<file path="config.mk">
export PLATFORM = sky130hd
export DESIGN_NAME = dac_word_formatter
export DESIGN_NICKNAME = d
export VERILOG_FILES = /design/src/rtl/servo_pkg.sv /design/src/rtl/dac_word_formatter.sv
export SDC_FILE = /design/constraint.sdc
export NUM_CORES = 1
export LEC_CHECK = 0
export ABC_CLOCK_PERIOD_IN_PS = 800
export BUFFER_PORTS_ARGS = -buffer_cell sky130_fd_sc_hd__buf_4
export CORE_UTILIZATION = 33
export DETAILED_ROUTE_END_ITERATION = 16
export PLACE_DENSITY = 0.69
export REMOVE_ABC_BUFFERS = 1
export SYNTH_ARGS = -nofsm -noshare
export SYNTH_HDL_FRONTEND = slang
export SYNTH_SLANG_ARGS = --single-unit
</file>
<file path="constraint.sdc">
create_clock -name clk1 -period 0.8 [get_ports clk1]
set_input_delay 0.08 -clock clk1 [delete_from_list [all_inputs] [get_ports clk1]]
set_output_delay 0.08 -clock clk1 [all_outputs]
set_load 0.01 [all_outputs]
</file>
<file path="src/rtl/servo_pkg.sv">
// widths and shared types for the two-channel servo datapath
// coefficients are signed fixed point with COEF_FRAC fraction bits
package servo_pkg;

	////////////////////
	// widths

	// raw converter sample
	localparam int ADC_WIDTH = 16;
	// internal signal path
	localparam int SIGNAL_WIDTH = 24;
	// fast DAC word
	localparam int DAC_WIDTH = 16;
	localparam int COEF_WIDTH = 18;
	// 1.0 is 2**COEF_FRAC
	localparam int COEF_FRAC = 16;
	localparam int NUM_CHANNELS = 2;

	// three coefficient products summed without overflow
	localparam int ACC_WIDTH = COEF_WIDTH + SIGNAL_WIDTH + 2;

	////////////////////
	// datapath types

	// raw sample pair as it comes off the ADC
	typedef struct packed {
		logic signed [ADC_WIDTH-1:0] ch0;
		logic signed [ADC_WIDTH-1:0] ch1;
	} adc_pair_t;

	// both lanes at working width
	typedef struct packed {
		logic signed [SIGNAL_WIDTH-1:0] ch0;
		logic signed [SIGNAL_WIDTH-1:0] ch1;
	} sample_pair_t;

	// one channel's low-pass settings
	typedef struct packed {
		logic on;
		logic signed [COEF_WIDTH-1:0] b0;
		logic signed [COEF_WIDTH-1:0] b1;
		logic signed [COEF_WIDTH-1:0] a1;
	} filter_coeffs_t;

	// index 0 is channel 0
	typedef filter_coeffs_t [NUM_CHANNELS-1:0] servo_config_t;

	// words for the fast DAC
	typedef struct packed {
		logic signed [DAC_WIDTH-1:0] dac0;
		logic signed [DAC_WIDTH-1:0] dac1;
	} dac_pair_t;

endpackage

</file>
<file path="src/rtl/dac_word_formatter.sv">
// both DAC words are plain truncations of the 24-bit results, no rounding
// dac1 carries ch0 - ch1 with wrap, so large opposite inputs fold over
`timescale 1ns/1ps

module dac_word_formatter (
	input  logic                    clk1,
	input  logic                    i_arst_n,
	input  logic                    i_valid,
	input  servo_pkg::sample_pair_t i_samples,
	output logic                    o_dac_valid,
	output servo_pkg::dac_pair_t    o_dac
);

	import servo_pkg::*;

	logic signed [SIGNAL_WIDTH-1:0] diff;
	dac_pair_t                      dac_next;
	dac_pair_t                      dac_q;
	logic                           valid_q;

	////////////////////
	// difference and high words

	always_comb begin
		// wraps at SIGNAL_WIDTH
		diff = i_samples.ch0 - i_samples.ch1;
		// low bits of the path never reach the DAC
		dac_next.dac0 = i_samples.ch0[SIGNAL_WIDTH-1 -: DAC_WIDTH];
		dac_next.dac1 = diff[SIGNAL_WIDTH-1 -: DAC_WIDTH];
	end

	////////////////////
	// output register

	// words hold between strobes
	always_ff @(posedge clk1 or negedge i_arst_n) begin
		if (!i_arst_n) begin
			dac_q   <= '0;
			valid_q <= 1'b0;
		end else begin
			valid_q <= i_valid;
			if (i_valid) begin
				dac_q <= dac_next;
			end
		end
	end

	assign o_dac_valid = valid_q;
	assign o_dac       = dac_q;

endmodule

</file>
Word level (Yosys, flattened, before mapping)
Cells that the tools add are included.
{"block": "classes", "addsub": 1}
{"op": "subtractor 24 bit", "n": 1}
{"block": "word_totals", "reg_bits": 33, "inputBits": 51, "output_inout_bits": 33, "word_cells": 4}

Longest topological paths before layout
{"block": "logic_depth", "ltp_word": 1, "depth_mapped": 9, "mapped_depth_nobuf": 8}

Worst setup path before layout
OpenSTA, ideal clock, no wires.
{"block": "synth_path", "kind": "input-to-reg", "startpoint": "input i_samples[10] (netlist bit)", "endpoint": "register dac_q, in the netlist o_dac[15]", "setup_time_ns": 0.124, "t_arrival_ns": 1.674, "required_time_ns": 0.676, "setup_slack_ns": -0.998, "path_stages": 9, "path_cell_list": "inv_1 ha_1 buf_4 nand3_1 o211a_1 o311a_4 a211oi_4 nor4_1 a211o_1"}
{"block": "synth_via", "elab_chain_len": 1}
{"item": "start: declaration", "line": "dac_word_formatter.sv:9", "source": "input servo_pkg::sample_pair_t i_samples,"}
{"item": "subtractor 24 bit", "line": "dac_word_formatter.sv:26", "source": "diff = i_samples.ch0 - i_samples.ch1;"}
{"item": "end signal: assignment", "line": "dac_word_formatter.sv:43", "source": "dac_q <= dac_next;"}
{"item": "end: declaration", "line": "dac_word_formatter.sv:18", "source": "dac_pair_t dac_q;"}
Every way passes these cells.
A chain may end at the register's enable or synchronous reset.

Final worst setup path
{"block": "layout_path", "startpoint": "input i_samples[6] (netlist bit)", "endpoint": "register dac_q, in the netlist o_dac[14]"}
The elaborated chain is that of the path after synthesis.

==> impl_metrics.py <==
metrics = {
    "worst_hold_path": {
        "hold_path_end": "o_dac[26]",
        "whs_path_depth": 2,
        "hp-class": "primary input to flip-flop",
        "hp-start": "i_samples[42]",
    },
    "grt": {
        "grt_pass1_wl_mm": 13.7,
        "gr-usage-all-layers": 0.208,
        "grt-ovfl-total": 0,
        "antenna_found_initial": 0,
        "grt_pass1_vias": 2901,
        "grt_max_degree": 34,
    },
    "floorplanning": {
        "die_height_um": 90.5,
        "die_w_um": 90.5,
        "io_pins": 84,
        "core_area_sq_mm": 0.00741,
        "num_rows": 31,
        "dieArea_sq_mm": 0.00818,
        "initial_utilization": 0.349,
    },
    "clock_tree": {
        "cts_tree": "done",
        "cts_sinks": 33,
        "clkTransAtPathRegs_ps": 80,
        "clkLatencyLatePin_ps": 290,
        "cts_buffer_depth": 2,
        "cts_inserted_buffers": 5,
        "clockRootBuffer": "clkbuf_8",
        "cts_max_level": 2,
    },
    "logic_synthesis": {
        "synth_compound_area_frac": 0.229,
        "synth_fa_ha_area_frac": 0.107,
        "postSynthCellCount": 284,
        "netlist.area_leader.share": 0.320,
        "avgSynthCellArea_sq_um": 9.09,
        "synth_edf_count": 0,
        "seq_area_frac_synth": 0.320,
        "mappedNetlistArea_sq_mm": 0.00258,
        "synth_seq_cells": 33,
        "post-synth-top-area-cell": "dfrtp_1",
        "synth_cell_types": 59,
        "synth.area.top_cells": "dfrtp_1 (32%), ha_1 (11%), mux2_2 (10%), inv_1 (4.8%), a21oi_1 (4.7%)",
        "synthMuxAreaShare": 0.108,
        "ys_warn_count": 0,
        "synthTopCellsByCount": "dfrtp_1 (33), inv_1 (33), nand2_1 (25)",
        "yosys.area_share.simple": 0.141,
        "ys_async_sr_fraction": 1.00,
        "synth_xor_area_frac": 0.0237,
        "synthFlopType": "dfrtp_1",
        "synth_top_family_by_area": "compound AO/OA/AOI/OAI gates",
    },
    "final_layout": {
        "layout.nets": 525,
        "fin_util": 0.651,
        "area.growth.synth_to_final_pct": 86.9,
        "fill_cells": 537,
        "layout-drive-gt1-share": 0.618,
        "instances_no_fill": 552,
        "regArea_sq_um": 826,
        "multi_input_area_sq_mm": 0.00207,
        "n_antenna_cell": 0,
    },
    "worst_setup_path": {
        "critPathTopFamily": "compound AO/OA/AOI/OAI gates",
        "reg2reg_slack_ps": -170,
        "cp_common_cell": "buf_6",
        "cpPeakStageDelay_ps": 370,
        "required_ps": 1000,
        "r2r-end": "o_dac[12]",
        "r2r_start": "o_dac[12]",
        "r2r_cells": 2,
        "worst_setup_path_end_kind": "flip-flop",
        "criticalPathCategory": "primary input to flip-flop",
        "worstPathMaxFanout": 4,
        "start_kind": "primary input",
        "arrival_ps": 1840,
        "critical_path.cell_chain": "buf_6 -> inv_4 -> ha_4 -> buf_6 -> nand4_1 -> nor2_1 -> a211oi_2 -> o31a_2 -> o2111a_1 -> o41ai_2",
        "crit_buf_inv": 3,
        "crit_slowest_cell": "o31a_2",
    },
    "power": {
        "power_density_mw_per_mm2": 1540,
        "p_leak_nw": 2.21,
        "vdd_drop_max_mv": 0.924,
    },
    "detailed_routing": {
        "drc_errors": 0,
        "drt_iter0_markers": 174,
        "wl_per_cell_um": 17.2,
        "final_antenna_net_count": 0,
        "firstDrtPassIters": 4,
        "vias_per_cell": 5.36,
        "via_count": 2956,
        "routed_wl_mm": 9.47,
    },
    "timing": {
        "skew_ps": 0,
        "setup_viol": 50,
        "setup_ws_ps": -835,
        "hold_viol": 0,
        "fmax_mhz": 612,
        "worst_pin_slew_ps": 450,
        "min_period_over_period": 2.04,
        "slew_viol_final": 0,
        "relSlewSlack": 0.700,
        "whs_ps": 25.2,
        "finalCriticalPeriod_ps": 1640,
        "rsz0062_at_grt": "true",
    },
    "place": {
        "dp_hpwl_mm": 5.76,
        "place_inst": 514,
        "routabilityCongestion": 0.878,
        "portBuffers": 83,
    },
    "outcome": {
        "outcome": "finished, violations left",
        "violations": "negative setup slack",
    },
    "run": {
        "max_cap_violations": 0,
    },
}
## state kept, by name (all words and copies together) (netlist names)
name,cells
o_dac,32
o_dac_valid,1
## power breakdown
group	total, W	switching (W)	internal, W
clock	0.00169	0.000674	0.00102
sequential	0.00212	0.000191	0.00193
combinational	0.00364	0.00153	0.00211
## layout by cell type, fill, tap and decap left out, types with 5 or more instances in the layout
master,count
buf_4,112
inv_4,5
ha_4,17
nor2_1,6
nand3_1,6
a21oi_1,13
buf_6,58
mux2_2,20
inv_1,23
a21oi_2,9
dfrtp_1,33
a21o_1,5
ha_1,5
inv_2,5
clkbuf_8,6
nand2_1,23
nand4_1,12
## what timing repair did
item | in CTS | in global routing
hold buffers | 1 | 0
hold endpoints to repair | 33 | 0
setup buffers | 24 | 6
pin swaps | 32 | 31
gates cloned | 0 | 0
setup endpoints to repair | 49 | 51
resized for setup | 116 | 46
## cell families after synthesis
kind of cell    Yosys count
compound gates           79
xor+xnor                  7
fa+ha+maj                22
buf+inv                  46
flops                    33
mux                      25
simple gates             72
## through the flow
stage	cell area, sq um	worst slack, ps	total power (W)	setup TNS [ps]
detailed placement	3740	-1240	0.00461	-18420
finish	4830	-835	0.00745	-15110
floorplan	2520	-1040	0.00329	-13300
global placement	3740	-1210	0.00458	-18120
CTS	4570	-766	0.00714	-13470
global route	4830	-903	0.00781	-16990
## final cells by class
class                      count  share of cell area
sequential                    33               0.171
timing repair buffer         174               0.322
clock buffer                   7              0.0179
clock inverter                 1             0.00622
inverter                      33              0.0283
multi-input combinational    205               0.429
tap                           99              0.0257
## per-layer routing
layer	vias up	global-route usage	wire length, um
met5	-	0	0
met4	0	0.0820	300
met3	25	0.0328	502
met2	132	0.354	4780
met1	1428	0.263	3890
li1	1371	-	-
## worst max path at each step
stage	startpoint	endpoint	slack [ps]	depth (start not counted)
CTS	i_samples[3]	o_dac[15]	-770	9
global placement	i_samples[34]	o_dac[15]	-1210	8
floorplan	i_samples[16]	o_dac[15]	-1040	8
finish	i_samples[6]	o_dac[14]	-840	10
detailed placement	i_samples[34]	o_dac[15]	-1240	8
global route	i_samples[6]	o_dac[14]	-900	10
Note: power is estimated with default switching activity, not from simulation.
