===== src/rtl/servo_pkg.sv =====
// widths and shared types for the two-channel servo datapath
// coefficients are signed fixed point with COEF_FRAC fraction bits
package servo_pkg;

	////////////////////
	// widths

	// raw converter sample
	localparam int ADC_WIDTH = 16;
	// internal signal path
	localparam int SIGNAL_WIDTH = 24;
	// fast DAC word
	localparam int DAC_WIDTH = 16;
	localparam int COEF_WIDTH = 18;
	// 1.0 is 2**COEF_FRAC
	localparam int COEF_FRAC = 16;
	localparam int NUM_CHANNELS = 2;

	// three coefficient products summed without overflow
	localparam int ACC_WIDTH = COEF_WIDTH + SIGNAL_WIDTH + 2;

	////////////////////
	// datapath types

	// raw sample pair as it comes off the ADC
	typedef struct packed {
		logic signed [ADC_WIDTH-1:0] ch0;
		logic signed [ADC_WIDTH-1:0] ch1;
	} adc_pair_t;

	// both lanes at working width
	typedef struct packed {
		logic signed [SIGNAL_WIDTH-1:0] ch0;
		logic signed [SIGNAL_WIDTH-1:0] ch1;
	} sample_pair_t;

	// one channel's low-pass settings
	typedef struct packed {
		logic on;
		logic signed [COEF_WIDTH-1:0] b0;
		logic signed [COEF_WIDTH-1:0] b1;
		logic signed [COEF_WIDTH-1:0] a1;
	} filter_coeffs_t;

	// index 0 is channel 0
	typedef filter_coeffs_t [NUM_CHANNELS-1:0] servo_config_t;

	// words for the fast DAC
	typedef struct packed {
		logic signed [DAC_WIDTH-1:0] dac0;
		logic signed [DAC_WIDTH-1:0] dac1;
	} dac_pair_t;

endpackage


===== src/rtl/iir_first_order.sv =====
// y = b0*x + b1*x_prev + a1*y_prev, shifted down by COEF_FRAC and wrapped
// state only moves on i_valid; bypass still loads x_prev and y_prev
`timescale 1ns/1ps

module iir_first_order (
	input  logic                                  clk1,
	input  logic                                  i_arst_n,
	input  logic                                  i_valid,
	input  logic signed [servo_pkg::SIGNAL_WIDTH-1:0] i_sample,
	input  servo_pkg::filter_coeffs_t             i_coeffs,
	output logic                                  o_valid,
	output logic signed [servo_pkg::SIGNAL_WIDTH-1:0] o_sample
);

	import servo_pkg::*;

	// coefficient fields, unpacked for signed math
	logic signed [COEF_WIDTH-1:0] b0;
	logic signed [COEF_WIDTH-1:0] b1;
	logic signed [COEF_WIDTH-1:0] a1;

	// channel history
	logic signed [SIGNAL_WIDTH-1:0] x_prev;
	// doubles as the registered output
	logic signed [SIGNAL_WIDTH-1:0] y_q;
	logic                           valid_q;

	// full-precision sum of products
	logic signed [ACC_WIDTH-1:0]    acc;
	logic signed [SIGNAL_WIDTH-1:0] y_filt;
	logic signed [SIGNAL_WIDTH-1:0] y_next;

	assign b0 = i_coeffs.b0;
	assign b1 = i_coeffs.b1;
	assign a1 = i_coeffs.a1;

	////////////////////
	// recursion

	always_comb begin
		// all terms sign-extended to ACC_WIDTH before the multiply
		acc = b0 * i_sample + b1 * x_prev + a1 * y_q;
		// arithmetic shift then wrap, same as a slice
		y_filt = acc[COEF_FRAC +: SIGNAL_WIDTH];
		if (i_coeffs.on) begin
			y_next = y_filt;
		end else begin
			// bypass
			y_next = i_sample;
		end
	end

	////////////////////
	// state

	always_ff @(posedge clk1 or negedge i_arst_n) begin
		if (!i_arst_n) begin
			x_prev  <= '0;
			y_q     <= '0;
			valid_q <= 1'b0;
		end else begin
			valid_q <= i_valid;
			// hold history across gaps between samples
			if (i_valid) begin
				x_prev <= i_sample;
				y_q    <= y_next;
			end
		end
	end

	assign o_valid  = valid_q;
	assign o_sample = y_q;

endmodule


===== config.mk =====
export PLATFORM = sky130hd
export DESIGN_NAME = iir_first_order
export DESIGN_NICKNAME = d
export VERILOG_FILES = /design/src/rtl/servo_pkg.sv /design/src/rtl/iir_first_order.sv
export SDC_FILE = /design/constraint.sdc
export NUM_CORES = 2
export LEC_CHECK = 0
export BUFFER_PORTS_ARGS = -buffer_cell sky130_fd_sc_hd__buf_2
export CAP_MARGIN = 20
export CORE_UTILIZATION = 45
export DETAILED_ROUTE_END_ITERATION = 7
export MAX_ROUTING_LAYER = met4
export SKIP_LAST_GASP = 1
export SYNTH_ARGS = -nofsm -noshare
export SYNTH_HDL_FRONTEND = slang
export SYNTH_SLANG_ARGS = --single-unit

===== constraint.sdc =====
create_clock -name clk1 -period 8.8 [get_ports clk1]
set_input_delay 1.32 -clock clk1 [delete_from_list [all_inputs] [get_ports clk1]]
set_output_delay 1.32 -clock clk1 [all_outputs]
set_load 0.05 [all_outputs]

* Yosys cells after proc, flatten, opt, wreduce, memory -nomap -nowiden *
Cells that the tools add are included.

cells by class
  add/subtract/negate cells = 2
  multiply operators = 3
  div/mod/pow operators = 0
  order comparisons = 0
  equality and inequality tests = 0
  shifts and indexed selects = 0
  muxes and demuxes = 1
  bitwise logic cells = 0
  reductions and logical operators = 0

operator list
  cell                          count
  multiplier 18 x 24 -> 40 bit  3
  adder 40 bit                  2
  2-to-1 mux 24 bit             1

word-level totals
  bits in registers = 49
  bits in latches = 0
  bits in writable memories = 0
  memory bits (read-only) = 0
  bits of input ports = 82
  logic and storage cells = 9
  memories = 0

* Logic depth before layout (Yosys ltp) *
  depth in word-level cells = 4
  mapped depth = 31
  gate-level depth less buffers = 29

* Worst setup path after synthesis *
Ideal clock, no wire load.

  kind = input-to-reg
  from = in i_sample[23] (netlist bit)
  to = reg y_q[19] (netlist: o_sample[19])
  data arrival time = 8.546 ns
  path slack = 0.122 ns
  cell stages on the path = 28
  path buffers = 2
  cell sequence = clkbuf_1 > clkbuf_1 > nand2_1 > inv_1 > fa_1 > fa_1 > fa_1 > inv_1 > fa_1 > inv_1 > fa_1 > inv_1 > fa_1 > inv_1 > fa_1 > fa_1 > inv_1 > fa_1 > inv_1 > ha_1 > a21o_1 > a21oi_1 > o21bai_1 > a21oi_1 > nand2_2 > a21o_4 > nand4b_1 > or3b_1

between the ends
  word-level cells in the longest chain between the ends = 4

RTL lines
  item                          RTL line               RTL
  start: declaration            iir_first_order.sv:9   input logic signed [servo_pkg::SIGNAL_WIDTH-1:0] i_sample,
  multiplier 18 x 24 -> 40 bit  iir_first_order.sv:42  acc = b0 * i_sample + b1 * x_prev + a1 * y_q;
  adder 40 bit (2 in series)    iir_first_order.sv:42
  2-to-1 mux 24 bit             iir_first_order.sv:45  if (i_coeffs.on) begin
  end signal: assignment        iir_first_order.sv:66  y_q <= y_next;
  end: declaration              iir_first_order.sv:25  logic signed [SIGNAL_WIDTH-1:0] y_q;

Every way passes these cells.
A chain may end at the register's enable or synchronous reset.

* Worst setup path after layout *
  from = in i_coeffs[8] (netlist bit)
  to = reg y_q[19] (netlist: o_sample[19])

between the ends
  word-level cells in the longest chain between the ends = 3

RTL lines
  item                          RTL line               RTL
  start: declaration            iir_first_order.sv:10  input servo_pkg::filter_coeffs_t i_coeffs,
  multiplier 18 x 24 -> 40 bit  iir_first_order.sv:42
  adder 40 bit                  iir_first_order.sv:42
  2-to-1 mux 24 bit             iir_first_order.sv:45

Every way passes these cells.

==> impl_metrics.py <==
metrics = {
    "status": {
        "status": "complete, no violations",
    },
    "placed_design": {
        "placed_area_sq_um": 49780,
        "gp_congestion": 0.9006,
        "io_buffers": 106,
        "dp_hpwl_mm": 112.5,
        "dp_slack_ns": -0.2547,
    },
    "floorplanning": {
        "initial_core_util_pct": 45.35,
        "die_h_um": 322.2,
        "design.core.area_sq_um": 101700,
        "die_area_sq_um": 103800,
        "num_io_pins": 107,
        "rows": 117,
        "die_w_um": 322.2,
    },
    "worst_setup_path": {
        "critPathMaxFanout": 20,
        "crit_type": "primary input to register",
        "startpoint_type": "primary input",
        "critPathRequiredTime_ns": 9.01,
        "crit_buf_inv": 8,
        "slowest_stage": "fa_1",
        "crit_family": "adder cells",
        "r2r_start": "o_sample[11]",
        "crit_path_start": "i_coeffs[8]",
        "critPathCaptureType": "register",
        "crit_path_frequent_cell": "fa_1",
        "crit_arrival_ns": 8.81,
        "max_stage_delay_ns": 0.53,
    },
    "timing": {
        "tightest_slew_ns": 1.027,
        "skew_ns": 0.01487,
        "rsz0062_at_grt": "true",
        "hold_violations": 0,
        "fmax_mhz": 116.3,
        "hold_ws_ns": 0.6401,
        "fin_crit_ns": 8.600,
        "final-setup-viol-count": 0,
        "finalCritPeriodShare_pct": 97.72,
        "drv_slew": 0,
        "finalSetupTns_ns": 0,
        "max_slew_margin_pct": 31.55,
        "finalWorstSetupSlack_ns": 0.2003,
    },
    "yosys": {
        "syn_area_sq_um": 46140,
        "synth_edf_count": 0,
        "netlist_instances": 4924,
        "synthTopCellsByArea": "fa_1 59%, inv_1 12%, and2_1 7.6%, ha_1 5.7%, nand2_1 5.5%",
        "synth_nets": 6583,
        "ys_types": 54,
        "synthFlopType": "dfrtp_1",
        "yosysWarningCount": 0,
        "synth-seq-area-share_pct": 2.658,
        "synth_top_cell_area_share_pct": 59.27,
        "async_flop_share_pct": 100.0,
        "yosysTopAreaCell": "fa_1",
        "syn_avg_cell_area_sq_um": 9.370,
        "ys_seq_elements": 49,
    },
    "route": {
        "final_antenna_net_count": 0,
        "drt_iter0_drc": 1945,
        "vias": 31290,
        "viasPerCell": 4.857,
        "drt-total-wl_mm": 122.2,
        "drc": 0,
        "wl_per_cell_um": 18.98,
        "dr.pass1.iters": 7,
    },
    "clock_network": {
        "cts_num_sinks": 49,
        "numCtsBuffers": 5,
        "h-tree-depth": 2,
        "root_buffer": "clkbuf_16",
        "cts_tree": "yes",
        "clk_pin_slew_ns": 0.09,
        "clk_latency_ns": 0.33,
        "cts_buffer_depth": 2,
    },
    "final_layout": {
        "nets": 6723,
        "syn2layout_area_growth_pct": 8.599,
        "layout_commonest_cell": "inv_1",
        "drive_above_1_share_pct": 9.042,
        "final_cell_mix": "1,449 x inv_1, 1,362 x fa_1, 677 x nand2_1",
        "final_area_sq_um": 50110,
    },
    "grt": {
        "grt_pass1_wl_mm": 200.2,
        "globalRouteOverflowTotal": 0,
        "grt_pass1_vias": 34470,
        "grt_max_degree": 50,
        "track_usage_pct": 26.07,
        "antenna_found_initial": 10,
    },
    "run": {
        "drv_cap": 0,
    },
    "worst_hold_path": {
        "min_from": "o_sample[10]",
        "hp-class": "register to register",
    },
}
[state kept, by name, indices dropped and copies added, names as in the netlist]
signal / count
o_sample: 24
o_valid: 1
x_prev: 24
[timing repair]
item	in CTS	in global routing
buffers inserted	0	0
endpoints found under the setup margin	0	18
gates resized for setup	0	40
hold buffers	0	0
[tightest hold or removal path: cells and delay by family (launching register included)]
kind               cells  cell delay [ns]
DFF                    1             0.44
and+or+nand+nor        1             0.12
AOI/OAI and AO/OA      1             0.05
[metrics by stage]
stage | cells | util, %
final | 6441 | 49.25
after detailed placement | 6425 | 48.93
after global routing | 6439 | 49.24
after floorplan | 4924 | -
after CTS | 6433 | 49.10
after global placement | 6425 | 48.93
[Yosys cell counts, drive strengths merged (2+ instances only)]
master	instances
mux2	26
clkbuf	255
a21o	13
a211oi	3
o21bai	3
inv	1451
nand2	679
nor3	3
or3b	2
xor2	13
o21a	3
buf	2
nor2b	5
nand4b	2
dfrtp	49
ha	211
xnor2	59
or3	2
nand3b	5
o21ai	15
a21oi	41
a41oi	2
and2	563
and3	3
a31oi	6
o221ai	3
o211ai	3
fa	1366
nor2	75
nand3	9
mux2i	17
nand4	5
nand2b	22
o31ai	2
[final cells by class]
class	count	area [sq um]
inverter	1451	5446
clock buffer	7	142.6
tap	1368	1712
antenna	8	20.02
multi-input combinational	3167	38580
sequential	49	1226
timing repair buffer	390	2953
fill	9604	51630
clock inverter	1	30.03
[routing by layer]
layer / vias to the layer above / routed length (um) / track usage, %
li1: 13800 / - / -
met1: 16620 / 57660 / 38.77
met2: 813 / 54170 / 38.78
met3: 54 / 9465 / 4.389
met4: 0 / 941 / 2.550
met5: - / 0 / -
[logic make-up after synthesis]
group,after synthesis,synth area share (%)
simple gates,1377,14.63
buf+inv,1708,13.94
compound gates,98,1.410
xor+xnor,72,1.367
fa+ha+maj,1577,64.99
mux,43,1.003
flops,49,2.658
[worst paths after layout]
path / end / slack, ns / cells past startpoint
setup / recovery: o_sample[19] / 0.20 / 28
hold / removal: o_sample[10] / 0.64 / 2
setup reg to reg: o_sample[19] / 0.46 / 28
hold reg to reg: o_sample[10] / 0.64 / 2
max in group asynchronous: o_sample[1] / 7.02 / 2
min in group asynchronous: o_valid / 1.16 / 2
Power is not shown: default switching activity piles up to over one toggle a cycle in this logic, so the estimate is an artifact.
